$ cat src/rvv_rt_pkg.sv
package rvv_rt_pkg;

    //////////////////////////////////////////////////
    // Sizes
    //////////////////////////////////////////////////
    localparam int NUM_RT_UOP = 4;           // Retire slots with slot 0 the oldest
    localparam int VLEN       = 128;         // Vector register bits
    localparam int VLENB      = VLEN / 8;    // Vector register bytes
    localparam int XLEN       = 32;          // Scalar register bits
    localparam int REG_IDX_W  = 5;
    localparam int VXSAT_W    = 1;

    //////////////////////////////////////////////////
    // Element byte classes
    //////////////////////////////////////////////////
    // Only BODY_ACTIVE bytes are written back
    typedef enum logic [1:0] {
        BODY_INACTIVE = 2'b00,
        TAIL          = 2'b01,
        PROLOGUE      = 2'b10,
        BODY_ACTIVE   = 2'b11
    } byte_type_t;

    // Vector config restored on a trap
    typedef struct packed {
        logic [6:0] vstart;
        logic [7:0] vl;
        logic [7:0] vtype;
        logic [1:0] vxrm;
    } vcsr_state_t;

    //////////////////////////////////////////////////
    // Retire payloads
    //////////////////////////////////////////////////
    typedef struct packed {
        logic                          w_type;      // 0 VRF, 1 XRF
        logic                          w_valid;
        logic                          trap_flag;
        logic [REG_IDX_W-1:0]          w_index;
        logic [VLEN-1:0]               w_data;
        byte_type_t [VLENB-1:0]        vd_type;
        logic [VLENB-1:0]              vxsaturate;  // Per byte saturation
        vcsr_state_t                   vector_csr;
    } rob_uop_t;

    typedef struct packed {
        logic [REG_IDX_W-1:0] rt_index;
        logic [VLEN-1:0]      rt_data;
        logic [VLENB-1:0]     rt_strobe;
    } vrf_write_t;

    typedef struct packed {
        logic [REG_IDX_W-1:0] rt_index;
        logic [XLEN-1:0]      rt_data;
    } xrf_write_t;

    // Decode to WAW hand-off for one slot
    typedef struct packed {
        logic                 cand;        // ROB valid and VRF type
        logic                 live_write;  // Also survives the trap check
        logic [REG_IDX_W-1:0] rt_index;
        logic [VLEN-1:0]      rt_data;
        logic [VLENB-1:0]     raw_strobe;  // Body-active bytes before WAW
    } vrf_cand_t;

endpackage

$ cat src/rvv_rt_trap_chain.sv
`timescale 1ns/1ps

module rvv_rt_trap_chain (
    input  logic [rvv_rt_pkg::NUM_RT_UOP-1:0]                   rob_valid,
    input  rvv_rt_pkg::rob_uop_t [rvv_rt_pkg::NUM_RT_UOP-1:0]   rob_uop,
    output logic [rvv_rt_pkg::NUM_RT_UOP-1:0]                   live,
    output logic                                                vcsr_valid,
    output rvv_rt_pkg::vcsr_state_t                             vcsr_data
);

    // Bit i set when some slot older than i traps
    logic [rvv_rt_pkg::NUM_RT_UOP-1:0] older_trap;

    //////////////////////////////////////////////////
    // Trap shadow
    //////////////////////////////////////////////////
    assign older_trap[0] = 1'b0;   // Nothing is older than slot 0

    for (genvar i = 1; i < rvv_rt_pkg::NUM_RT_UOP; i++) begin : g_chain
        assign older_trap[i] = older_trap[i-1] | rob_uop[i-1].trap_flag;
    end

    for (genvar i = 0; i < rvv_rt_pkg::NUM_RT_UOP; i++) begin : g_live
        assign live[i] = rob_valid[i] & rob_uop[i].w_valid & ~older_trap[i];
    end

    //////////////////////////////////////////////////
    // VCSR restore
    //////////////////////////////////////////////////
    // Only the oldest slot may trap in a given cycle
    assign vcsr_valid = rob_valid[0] & rob_uop[0].w_valid & rob_uop[0].trap_flag;
    assign vcsr_data  = rob_uop[0].vector_csr;

    // The ROB only ever places a trap in slot 0
    for (genvar i = 1; i < rvv_rt_pkg::NUM_RT_UOP; i++) begin : g_chk_trap
        a_trap_slot0_only: assert final (!(rob_valid[i] && rob_uop[i].trap_flag))
            else $error("trap flag on retire slot %0d", i);
    end

endmodule

$ cat src/rvv_rt_uop_decode.sv
`timescale 1ns/1ps

module rvv_rt_uop_decode (
    input  logic                    valid,     // ROB valid for this slot
    input  logic                    live,      // Valid, w_valid, no older trap
    input  rvv_rt_pkg::rob_uop_t    uop,
    output rvv_rt_pkg::vrf_cand_t   vrf_cand,
    output logic                    xrf_valid,
    output rvv_rt_pkg::xrf_write_t  xrf_data,
    output logic                    sat_hit
);

    logic [rvv_rt_pkg::VLENB-1:0] raw_strobe;
    logic [rvv_rt_pkg::VLENB-1:0] sat_bytes;

    //////////////////////////////////////////////////
    // Byte strobe from element classes
    //////////////////////////////////////////////////
    always_comb begin
        for (int b = 0; b < rvv_rt_pkg::VLENB; b++) begin
            raw_strobe[b] = (uop.vd_type[b] == rvv_rt_pkg::BODY_ACTIVE);
        end
    end

    // Saturation only counts on bytes that are really written
    assign sat_bytes = raw_strobe & uop.vxsaturate;
    assign sat_hit   = live & (|sat_bytes);

    //////////////////////////////////////////////////
    // VRF candidate
    //////////////////////////////////////////////////
    assign vrf_cand.cand       = valid & ~uop.w_type;  // Still takes part in WAW
    assign vrf_cand.live_write = live & ~uop.w_type;
    assign vrf_cand.rt_index   = uop.w_index;
    assign vrf_cand.rt_data    = uop.w_data;
    assign vrf_cand.raw_strobe = raw_strobe;

    // XRF write keeps the low scalar bits only
    assign xrf_valid         = live & uop.w_type;
    assign xrf_data.rt_index = uop.w_index;
    assign xrf_data.rt_data  = uop.w_data[rvv_rt_pkg::XLEN-1:0];

    // Trap chain must never mark an empty slot live
    a_live_needs_valid: assert final (!live || valid)
        else $error("live slot without ROB valid");

endmodule

$ cat src/rvv_rt_waw_strobe.sv
`timescale 1ns/1ps

module rvv_rt_waw_strobe (
    input  rvv_rt_pkg::vrf_cand_t  [rvv_rt_pkg::NUM_RT_UOP-1:0]  vrf_cand,
    output logic [rvv_rt_pkg::NUM_RT_UOP-1:0]                    vrf_valid,
    output rvv_rt_pkg::vrf_write_t [rvv_rt_pkg::NUM_RT_UOP-1:0]  vrf_data
);

    // Bytes of slot i that some younger slot overwrites
    logic [rvv_rt_pkg::NUM_RT_UOP-1:0][rvv_rt_pkg::VLENB-1:0] kill_strobe;
    logic [rvv_rt_pkg::NUM_RT_UOP-1:0][rvv_rt_pkg::VLENB-1:0] final_strobe;

    //////////////////////////////////////////////////
    // Younger-wins byte masking
    //////////////////////////////////////////////////
    always_comb begin
        for (int i = 0; i < rvv_rt_pkg::NUM_RT_UOP; i++) begin
            kill_strobe[i] = '0;
            // Scan every younger slot
            for (int j = i + 1; j < rvv_rt_pkg::NUM_RT_UOP; j++) begin
                if (vrf_cand[j].cand && (vrf_cand[j].rt_index == vrf_cand[i].rt_index)) begin
                    kill_strobe[i] = kill_strobe[i] | vrf_cand[j].raw_strobe;
                end
            end
        end
    end

    for (genvar i = 0; i < rvv_rt_pkg::NUM_RT_UOP; i++) begin : g_port
        // Non-candidates keep their raw strobe
        assign final_strobe[i] = vrf_cand[i].cand ?
                                 (vrf_cand[i].raw_strobe & ~kill_strobe[i]) :
                                 vrf_cand[i].raw_strobe;

        assign vrf_valid[i] = vrf_cand[i].live_write;
        assign vrf_data[i]  = '{rt_index:  vrf_cand[i].rt_index,
                                rt_data:   vrf_cand[i].rt_data,
                                rt_strobe: final_strobe[i]};
    end

    //////////////////////////////////////////////////
    // Checks
    //////////////////////////////////////////////////
    // Each VRF byte has one writer per cycle
    for (genvar i = 0; i < rvv_rt_pkg::NUM_RT_UOP - 1; i++) begin : g_chk_old
        for (genvar j = i + 1; j < rvv_rt_pkg::NUM_RT_UOP; j++) begin : g_chk_young
            a_single_writer: assert final (
                !(vrf_valid[i] && vrf_valid[j] &&
                  (vrf_data[i].rt_index == vrf_data[j].rt_index)) ||
                ((vrf_data[i].rt_strobe & vrf_data[j].rt_strobe) == '0))
                else $error("byte written by slots %0d and %0d", i, j);
        end
    end

endmodule

$ cat src/rvv_rt_ready_gen.sv
`timescale 1ns/1ps

module rvv_rt_ready_gen (
    input  rvv_rt_pkg::rob_uop_t [rvv_rt_pkg::NUM_RT_UOP-1:0]  rob_uop,
    input  logic                                               trap0,     // Slot 0 trap with VCSR write
    input  logic [rvv_rt_pkg::NUM_RT_UOP-1:0]                  sat_hit,
    input  logic [rvv_rt_pkg::NUM_RT_UOP-1:0]                  xrf_ready,
    input  logic                                               vcsr_ready,
    input  logic                                               vxsat_ready,
    output logic                                               vxsat_valid,
    output logic [rvv_rt_pkg::VXSAT_W-1:0]                     vxsat_data,
    output logic [rvv_rt_pkg::NUM_RT_UOP-1:0]                  rob_ready
);

    logic any_sat;
    logic vxsat_ok;   // No vxsat update pending, or it is accepted

    //////////////////////////////////////////////////
    // vxsat write
    //////////////////////////////////////////////////
    assign any_sat     = |sat_hit;
    assign vxsat_valid = any_sat;
    assign vxsat_data  = rvv_rt_pkg::VXSAT_W'(any_sat);
    assign vxsat_ok    = ~any_sat | vxsat_ready;

    //////////////////////////////////////////////////
    // Per-slot ready to the ROB
    //////////////////////////////////////////////////
    for (genvar i = 0; i < rvv_rt_pkg::NUM_RT_UOP; i++) begin : g_ready
        if (i == 0) begin : g_oldest
            assign rob_ready[i] = trap0            ? vcsr_ready :
                                  rob_uop[i].w_type ? (xrf_ready[i] & vxsat_ok) :
                                                      vxsat_ok;
        end else begin : g_younger
            assign rob_ready[i] = rob_uop[i].w_type ? (xrf_ready[i] & vxsat_ok) : vxsat_ok;
        end
    end

    // Slots behind a trap are dead, so they cannot saturate
    a_no_sat_behind_trap: assert final (
        !trap0 || (sat_hit[rvv_rt_pkg::NUM_RT_UOP-1:1] == '0))
        else $error("saturation reported behind a slot 0 trap");

endmodule

$ cat src/rvv_backend_retire.sv
`timescale 1ns/1ps

module rvv_backend_retire (
    // ROB side
    input  logic [rvv_rt_pkg::NUM_RT_UOP-1:0]                    rob_valid,
    input  rvv_rt_pkg::rob_uop_t   [rvv_rt_pkg::NUM_RT_UOP-1:0]  rob_uop,
    output logic [rvv_rt_pkg::NUM_RT_UOP-1:0]                    rob_ready,
    // XRF write ports
    output logic [rvv_rt_pkg::NUM_RT_UOP-1:0]                    xrf_valid,
    output rvv_rt_pkg::xrf_write_t [rvv_rt_pkg::NUM_RT_UOP-1:0]  xrf_data,
    input  logic [rvv_rt_pkg::NUM_RT_UOP-1:0]                    xrf_ready,
    // VRF write ports without back-pressure
    output logic [rvv_rt_pkg::NUM_RT_UOP-1:0]                    vrf_valid,
    output rvv_rt_pkg::vrf_write_t [rvv_rt_pkg::NUM_RT_UOP-1:0]  vrf_data,
    // VCSR restore
    output logic                                                 vcsr_valid,
    output rvv_rt_pkg::vcsr_state_t                              vcsr_data,
    input  logic                                                 vcsr_ready,
    // vxsat
    output logic                                                 vxsat_valid,
    output logic [rvv_rt_pkg::VXSAT_W-1:0]                       vxsat_data,
    input  logic                                                 vxsat_ready
);

    logic [rvv_rt_pkg::NUM_RT_UOP-1:0]                    live;
    logic [rvv_rt_pkg::NUM_RT_UOP-1:0]                    sat_hit;
    rvv_rt_pkg::vrf_cand_t [rvv_rt_pkg::NUM_RT_UOP-1:0]   vrf_cand;

    //////////////////////////////////////////////////
    // Trap shadow and VCSR
    //////////////////////////////////////////////////
    rvv_rt_trap_chain u_trap_chain (
        .rob_valid  (rob_valid),
        .rob_uop    (rob_uop),
        .live       (live),
        .vcsr_valid (vcsr_valid),
        .vcsr_data  (vcsr_data)
    );

    for (genvar i = 0; i < rvv_rt_pkg::NUM_RT_UOP; i++) begin : g_slot
        rvv_rt_uop_decode u_decode (
            .valid     (rob_valid[i]),
            .live      (live[i]),
            .uop       (rob_uop[i]),
            .vrf_cand  (vrf_cand[i]),
            .xrf_valid (xrf_valid[i]),
            .xrf_data  (xrf_data[i]),
            .sat_hit   (sat_hit[i])
        );
    end

    //////////////////////////////////////////////////
    // VRF ports and ROB ready
    //////////////////////////////////////////////////
    rvv_rt_waw_strobe u_waw_strobe (
        .vrf_cand  (vrf_cand),
        .vrf_valid (vrf_valid),
        .vrf_data  (vrf_data)
    );

    rvv_rt_ready_gen u_ready_gen (
        .rob_uop     (rob_uop),
        .trap0       (vcsr_valid),   // Same condition as the VCSR write
        .sat_hit     (sat_hit),
        .xrf_ready   (xrf_ready),
        .vcsr_ready  (vcsr_ready),
        .vxsat_ready (vxsat_ready),
        .vxsat_valid (vxsat_valid),
        .vxsat_data  (vxsat_data),
        .rob_ready   (rob_ready)
    );

endmodule

$ cat config.mk
export PLATFORM = sky130hd
export DESIGN_NAME = rvv_backend_retire
export DESIGN_NICKNAME = d
export VERILOG_FILES = /design/src/rvv_rt_pkg.sv /design/src/rvv_rt_trap_chain.sv /design/src/rvv_rt_uop_decode.sv /design/src/rvv_rt_waw_strobe.sv /design/src/rvv_rt_ready_gen.sv /design/src/rvv_backend_retire.sv
export SDC_FILE = /design/constraint.sdc
export NUM_CORES = 1
export LEC_CHECK = 0
export ABC_AREA = 1
export BUFFER_PORTS_ARGS = -buffer_cell sky130_fd_sc_hd__buf_2
export CORE_AREA = 5 5 641 643
export DETAILED_ROUTE_END_ITERATION = 7
export DIE_AREA = 0 0 646 648
export PLACE_DENSITY = 0.3
export SLEW_MARGIN = 20
export SYNTH_ARGS = -nofsm -noshare
export SYNTH_HDL_FRONTEND = slang
export SYNTH_SLANG_ARGS = --single-unit
$ cat constraint.sdc
create_clock -name vclk -period 2.5
set_input_delay 0.125 -clock vclk [all_inputs]
set_output_delay 0.125 -clock vclk [all_outputs]
set_load 0.02 [all_outputs]
==> results of run 1 <==
cell usage in the layout (no fill, tap or decap), drive strengths merged:
master / count
buf: 432
nand2: 134
nand3: 77
inv: 73
nor2: 66
nand4: 49
a21oi: 40
o21ai: 22
nor3: 20
o22ai: 10
diode: 9
xor2: 9
a221oi: 3
and2: 1
clkinv: 1
a211oi: 1
xnor2: 1
final timing paths:
check,startpoint,end,slack (ps),cells past startpoint
worst max-delay path,rob_uop[203],vrf_data[8],190,10
worst min-delay path,rob_uop[76],vrf_data[19],250,0
per-stage QoR:
step | std cells | cell area, um2 | hold slack [ps] | util, % | TNS [ps]
3_3_place_gp | 6367 | 11970 | 250.1 | 2.958 | -5149
6_report | 6376 | 12080 | 250.0 | 2.984 | 0
2_1_floorplan | 1233 | 7874 | 329.8 | - | 0
5_1_grt | 6372 | 12070 | 250.0 | 2.982 | 0
4_1_cts | 6367 | 12050 | 250.1 | 2.979 | 0
3_5_place_dp | 6367 | 11970 | 250.1 | 2.958 | -4663
layout make-up:
class	instances	area (um2)
multi-input cells	433	2257
inverters	74	277.8
diodes	9	22.52
repair buffers	432	2726
fillers	48630	392500
well taps	5428	6792
Yosys cell counts:
| cell type | n | area, um2 |
|---|---|---|
| sky130_fd_sc_hd__buf_4 | 712 | 5345 |
| sky130_fd_sc_hd__a211oi_1 | 1 | 7.510 |
| sky130_fd_sc_hd__nand2_1 | 133 | 499.2 |
| sky130_fd_sc_hd__nor3_2 | 11 | 110.1 |
| sky130_fd_sc_hd__xnor2_1 | 1 | 8.760 |
| sky130_fd_sc_hd__nand4_1 | 48 | 300.3 |
| sky130_fd_sc_hd__nor2_2 | 2 | 12.51 |
| sky130_fd_sc_hd__xor2_1 | 9 | 78.83 |
| sky130_fd_sc_hd__o21ai_0 | 15 | 75.07 |
| sky130_fd_sc_hd__clkbuf_1 | 2 | 7.510 |
| sky130_fd_sc_hd__nand2_4 | 1 | 11.26 |
| sky130_fd_sc_hd__buf_2 | 7 | 35.03 |
| sky130_fd_sc_hd__and2_1 | 1 | 6.260 |
| sky130_fd_sc_hd__inv_2 | 6 | 22.52 |
| sky130_fd_sc_hd__a221oi_1 | 1 | 8.760 |
| sky130_fd_sc_hd__a221oi_2 | 1 | 15.01 |
| sky130_fd_sc_hd__buf_1 | 1 | 3.750 |
| sky130_fd_sc_hd__o21ai_1 | 7 | 35.03 |
| sky130_fd_sc_hd__buf_6 | 4 | 45.04 |
| sky130_fd_sc_hd__nor2_1 | 64 | 240.2 |
| sky130_fd_sc_hd__a21oi_2 | 2 | 17.52 |
| sky130_fd_sc_hd__nand3_1 | 77 | 385.4 |
| sky130_fd_sc_hd__nand4_2 | 1 | 12.51 |
| sky130_fd_sc_hd__nor3_1 | 8 | 40.04 |
| sky130_fd_sc_hd__o22ai_1 | 10 | 62.56 |
| sky130_fd_sc_hd__clkinv_1 | 1 | 3.750 |
| sky130_fd_sc_hd__nor3_4 | 1 | 16.27 |
| sky130_fd_sc_hd__inv_1 | 67 | 251.5 |
| sky130_fd_sc_hd__a221oi_4 | 1 | 26.28 |
| sky130_fd_sc_hd__a21oi_1 | 38 | 190.2 |
report_power, final:
part / switching, mW / internal (mW) / leakage [nW] / total [mW]
Sequential: 0 / 0 / 0 / 0
Clock: 0 / 0.000000163 / 0.0000601 / 0.000000163
Combinational: 1.15 / 0.463 / 3.39 / 1.62
Total: 1.15 / 0.463 / 3.39 / 1.62
routing by layer:
metal,up-vias,share of wire (%),routed length [um],GRT usage (%)
met2,1519,48,136700,22.15
met5,-,0.15,433,0.7323
met3,252,36,102500,21.92
met1,3036,13,36800,4.885
li1,2627,-,-,-
met4,10,2.4,6866,2.358
kinds of logic (layout without fill, tap and decap cells):
logic type             count (synthesis)  in the layout  synth area share, %
buffers and inverters                800            506                72.57
AND/OR/NAND/NOR                      347            347                20.75
AO/OA/AOI/OAI                         76             76                5.562
XOR/XNOR                              10             10                1.112
other                                  0              9                    0
==> run_results.csv, run 1 <==
group,metric,value,unit
synthesis,mappedNetlistNets,2079,
timing,max_slew.worst_pin.slew,782.3,ps
placement,hpwlAfterDp,274800,um
status,outcome,"completed",
finish,clockBufferCount,0,
synthesis,synth_area,7874,um2
clock_tree,ctsResizeCount,19,
routing,detailroute.via_count,7444,
finish,nets,1787,
power_and_ir_drop,power_per_cell_area,134.0,nW/um2
placement,dpl_worst_slack,-772.3,ps
synthesis,ys_seq_area_share,0,%
placement,portBuffers,352,
floorplanning,start_util,1.946,%
global_route,antenna_violations_before_repair,40,
critical_path,critical_path_fanouts_max,12,
finish,seq_cells,0,
critical_path,worstSetupPathType,"in -> out",
global_route,gr-total-overflow,0,
floorplanning,placementRows,234,
clock_tree,postCtsSetupRepairBufs,0,
critical_path,worst-path-buf-inv,4,
timing,final.period_utilization,92.44,%
routing,final_antenna_net_count,0,
floorplanning,die-area,418600,um2
timing,slew_headroom,47.73,%
routing,post-route-drc-count,0,
floorplanning,io_pins,1630,
routing,wl_per_cell,44.45,um
timing,max_slew_violations,0,
floorplanning,dieWidth,646,um
synthesis,synth_area_per_cell,6.386,um2
routing,drt-pass1-iter-count,5,
hold_path,min_path_type,"in -> out",
finish,seq_area,0,um2
global_route,grt_max_degree,17,
floorplanning,die_height,648,um
placement,gp_congestion,0.6742,
critical_path,worst_ep_required_time,2380,ps
timing,finalSetupViolCount,0,
power_and_ir_drop,p_leak,3.391,nW
critical_path,crit_path_frequent_cell,"sky130_fd_sc_hd__buf_2",
global_route,gr-usage-all-layers,12.85,%
synthesis,netlist_instances,1233,
critical_path,cell_at_the_slowest_stage_of_the_critical_path,"sky130_fd_sc_hd__a21oi_4",
critical_path,ordered_cell_list_for_the_critical_path,"buf_2 -> inv_2 -> nand2_1 -> o21ai_0 -> a21oi_4 -> buf_4 -> nand4_1 -> nand3_1 -> a21oi_1 -> buf_2",
critical_path,longest_individual_stage_delay_on_the_worst_path,640,ps
flow_run,max-cap-violations,0,
timing,post-route-min-period,2311,ps
finish,area_growth,53.36,%
clock_tree,ctsHoldBuffers,0,
critical_path,worstPathArrival,2190,ps
power_and_ir_drop,post-layout-total-power,1.618,mW
critical_path,worstSetupStartpointType,"input pin",
critical_path,worst_setup_path_end_kind,"output pin",
global_route,number_of_global_route_vias_before_repair,7076,
finish,drive_gt1_share,50.48,%
timing,finalWorstSetupSlack,188.9,ps
critical_path,path_delay_family,"compound AO/OA/AOI/OAI gates",
routing,postRouteWirelength,283400,um
timing,finalHoldViolations,0,
global_route,grt_first_pass_wirelength,299100,um
timing,rsz0062_at_grt,"no",
floorplanning,placeable_core_region,404600,um2
power_and_ir_drop,max-vdd-ir-drop,0.00004298,V
timing,max_freq,432.7,MHz
routing,drt_iter0_drc,501,
synthesis,synth_cell_types,30,
synthesis,yosysWarningCount,0,
routing,viasPerCell,1.168,
Note: power is estimated with default switching activity, not from simulation.
==> run 2, diff against run 1 <==
- RECOVER_POWER: unset -> 100
==> run_results.csv, run 2 (synthesis gave the netlist of run 1 again) <==
group,metric,value,unit
status,outcome,"completed",
timing,tns,0,ps
timing,max_freq,431.4,MHz
finish,drive_gt1_share,45.05,%
floorplanning,die_height,648,um
finish,clockBufferCount,0,
power_and_ir_drop,max-vdd-ir-drop,0.00004329,V
critical_path,ordered_cell_list_for_the_critical_path,"buf_2 -> inv_2 -> nand2_1 -> o21ai_0 -> a21oi_4 -> buf_4 -> nand4_1 -> nand3_1 -> a21oi_1 -> clkbuf_2",
critical_path,timing.critical_path.depth,10,
routing,postRouteWirelength,283400,um
timing,post-route-min-period,2318,ps
routing,drt-pass1-iter-count,5,
global_route,number_of_global_route_vias_before_repair,7076,
floorplanning,die-area,418600,um2
routing,drt_iter0_drc,508,
finish,seq_cells,0,
finish,seq_area,0,um2
timing,max_slew_violations,0,
critical_path,critical_path_fanouts_max,12,
critical_path,worst_ep_required_time,2380,ps
global_route,gr-total-overflow,0,
floorplanning,dieWidth,646,um
flow_run,max-cap-violations,0,
routing,post-route-drc-count,0,
placement,gp_congestion,0.6742,
critical_path,cell_at_the_slowest_stage_of_the_critical_path,"sky130_fd_sc_hd__a21oi_4",
placement,portBuffers,352,
finish,area_growth,52.23,%
timing,finalSetupViolCount,0,
placement,dpl_worst_slack,-772.3,ps
routing,detailroute.via_count,7393,
floorplanning,start_util,1.946,%
hold_path,min_path_type,"in -> out",
critical_path,worst_setup_path_end_kind,"output pin",
global_route,gr-usage-all-layers,12.85,%
finish,fill_cells,48650,
timing,max_slew.worst_pin.slew,909.2,ps
power_and_ir_drop,power_per_cell_area,134.4,nW/um2
placement,detailed_place.area,11970,um2
routing,wl_per_cell,44.45,um
timing,slew_headroom,39.64,%
routing,final_antenna_net_count,0,
power_and_ir_drop,post-layout-total-power,1.611,mW
critical_path,worstSetupPathType,"in -> out",
finish,final_util,2.962,%
placement,hpwlAfterDp,274800,um
hold_path,worstHoldPathCells,0,
power_and_ir_drop,p_leak,3.199,nW
timing,finalHoldViolations,0,
timing,rsz0062_at_grt,"no",
floorplanning,io_pins,1630,
floorplanning,placeable_core_region,404600,um2
finish,nets,1787,
critical_path,path_delay_family,"compound AO/OA/AOI/OAI gates",
floorplanning,placementRows,234,
timing,final.period_utilization,92.71,%
global_route,grt_first_pass_wirelength,299100,um
global_route,grt_max_degree,17,
routing,viasPerCell,1.160,
global_route,antenna_violations_before_repair,40,
timing,finalWorstSetupSlack,182.2,ps
critical_path,worst-path-buf-inv,4,
finish,leading_cell_type_in_the_layout_fill_and_taps_excluded,"sky130_fd_sc_hd__buf_2",
critical_path,worstPathArrival,2190,ps
finish,final_cell_mix,"257 x sky130_fd_sc_hd__buf_2, 133 x sky130_fd_sc_hd__nand2_1, 75 x sky130_fd_sc_hd__nand3_1, 67 x sky130_fd_sc_hd__inv_1, 56 x sky130_fd_sc_hd__nor2_1",
critical_path,longest_individual_stage_delay_on_the_worst_path,620,ps
clock_tree,ctsHoldBuffers,0,
finish,fin_area,11990,um2
critical_path,worstSetupStartpointType,"input pin",
==> run 2: layer usage <==
| metal | track usage, % | up-vias | wire, um |
|---|---|---|---|
| li1 | - | 2624 | - |
| met1 | 4.885 | 3010 | 36930 |
| met2 | 22.15 | 1501 | 136700 |
| met3 | 21.92 | 248 | 102400 |
| met4 | 2.358 | 10 | 6850 |
| met5 | 0.7323 | - | 433 |
==> run 2: timing repair <==
action                     in CTS  in global routing
buffers inserted                0                  0
hold endpoints to repair        0                  0
gates resized for setup        19                  0
setup endpoints to repair       8                  0
==> run 2: cell type report <==
| type | instances | area (um2) | share of cell area (%) |
|---|---|---|---|
| Tap cell | 5428 | 6792 | 56.66 |
| Multi-Input combinational cell | 433 | 2257 | 18.83 |
| Inverter | 74 | 277.8 | 2.317 |
| Timing Repair Buffer | 432 | 2640 | 22.03 |
| Antenna cell | 8 | 20.02 | 0.1670 |
==> run 2: path summary, 6_finish.rpt <==
path | from | endpoint | slack [ps]
setup / recovery | rob_uop[203] | vrf_data[8] | 180
hold / removal | rob_uop[76] | vrf_data[19] | 250
==> run 2: metrics by stage <==
step,std cells,hold slack (ps)
final,6375,250.0
after global routing,6372,250.0
after CTS,6367,250.1
after detailed placement,6367,250.1
after global placement,6367,250.1
after floorplan,1233,329.8
==> run 2: power breakdown <==
part | internal, mW | total (mW) | switching, mW | leakage (nW)
Sequential | 0 | 0 | 0 | 0
Combinational | 0.450 | 1.61 | 1.16 | 3.20
Clock | 0.000000191 | 0.000000191 | 0 | 0.0000538
Total | 0.450 | 1.61 | 1.16 | 3.20
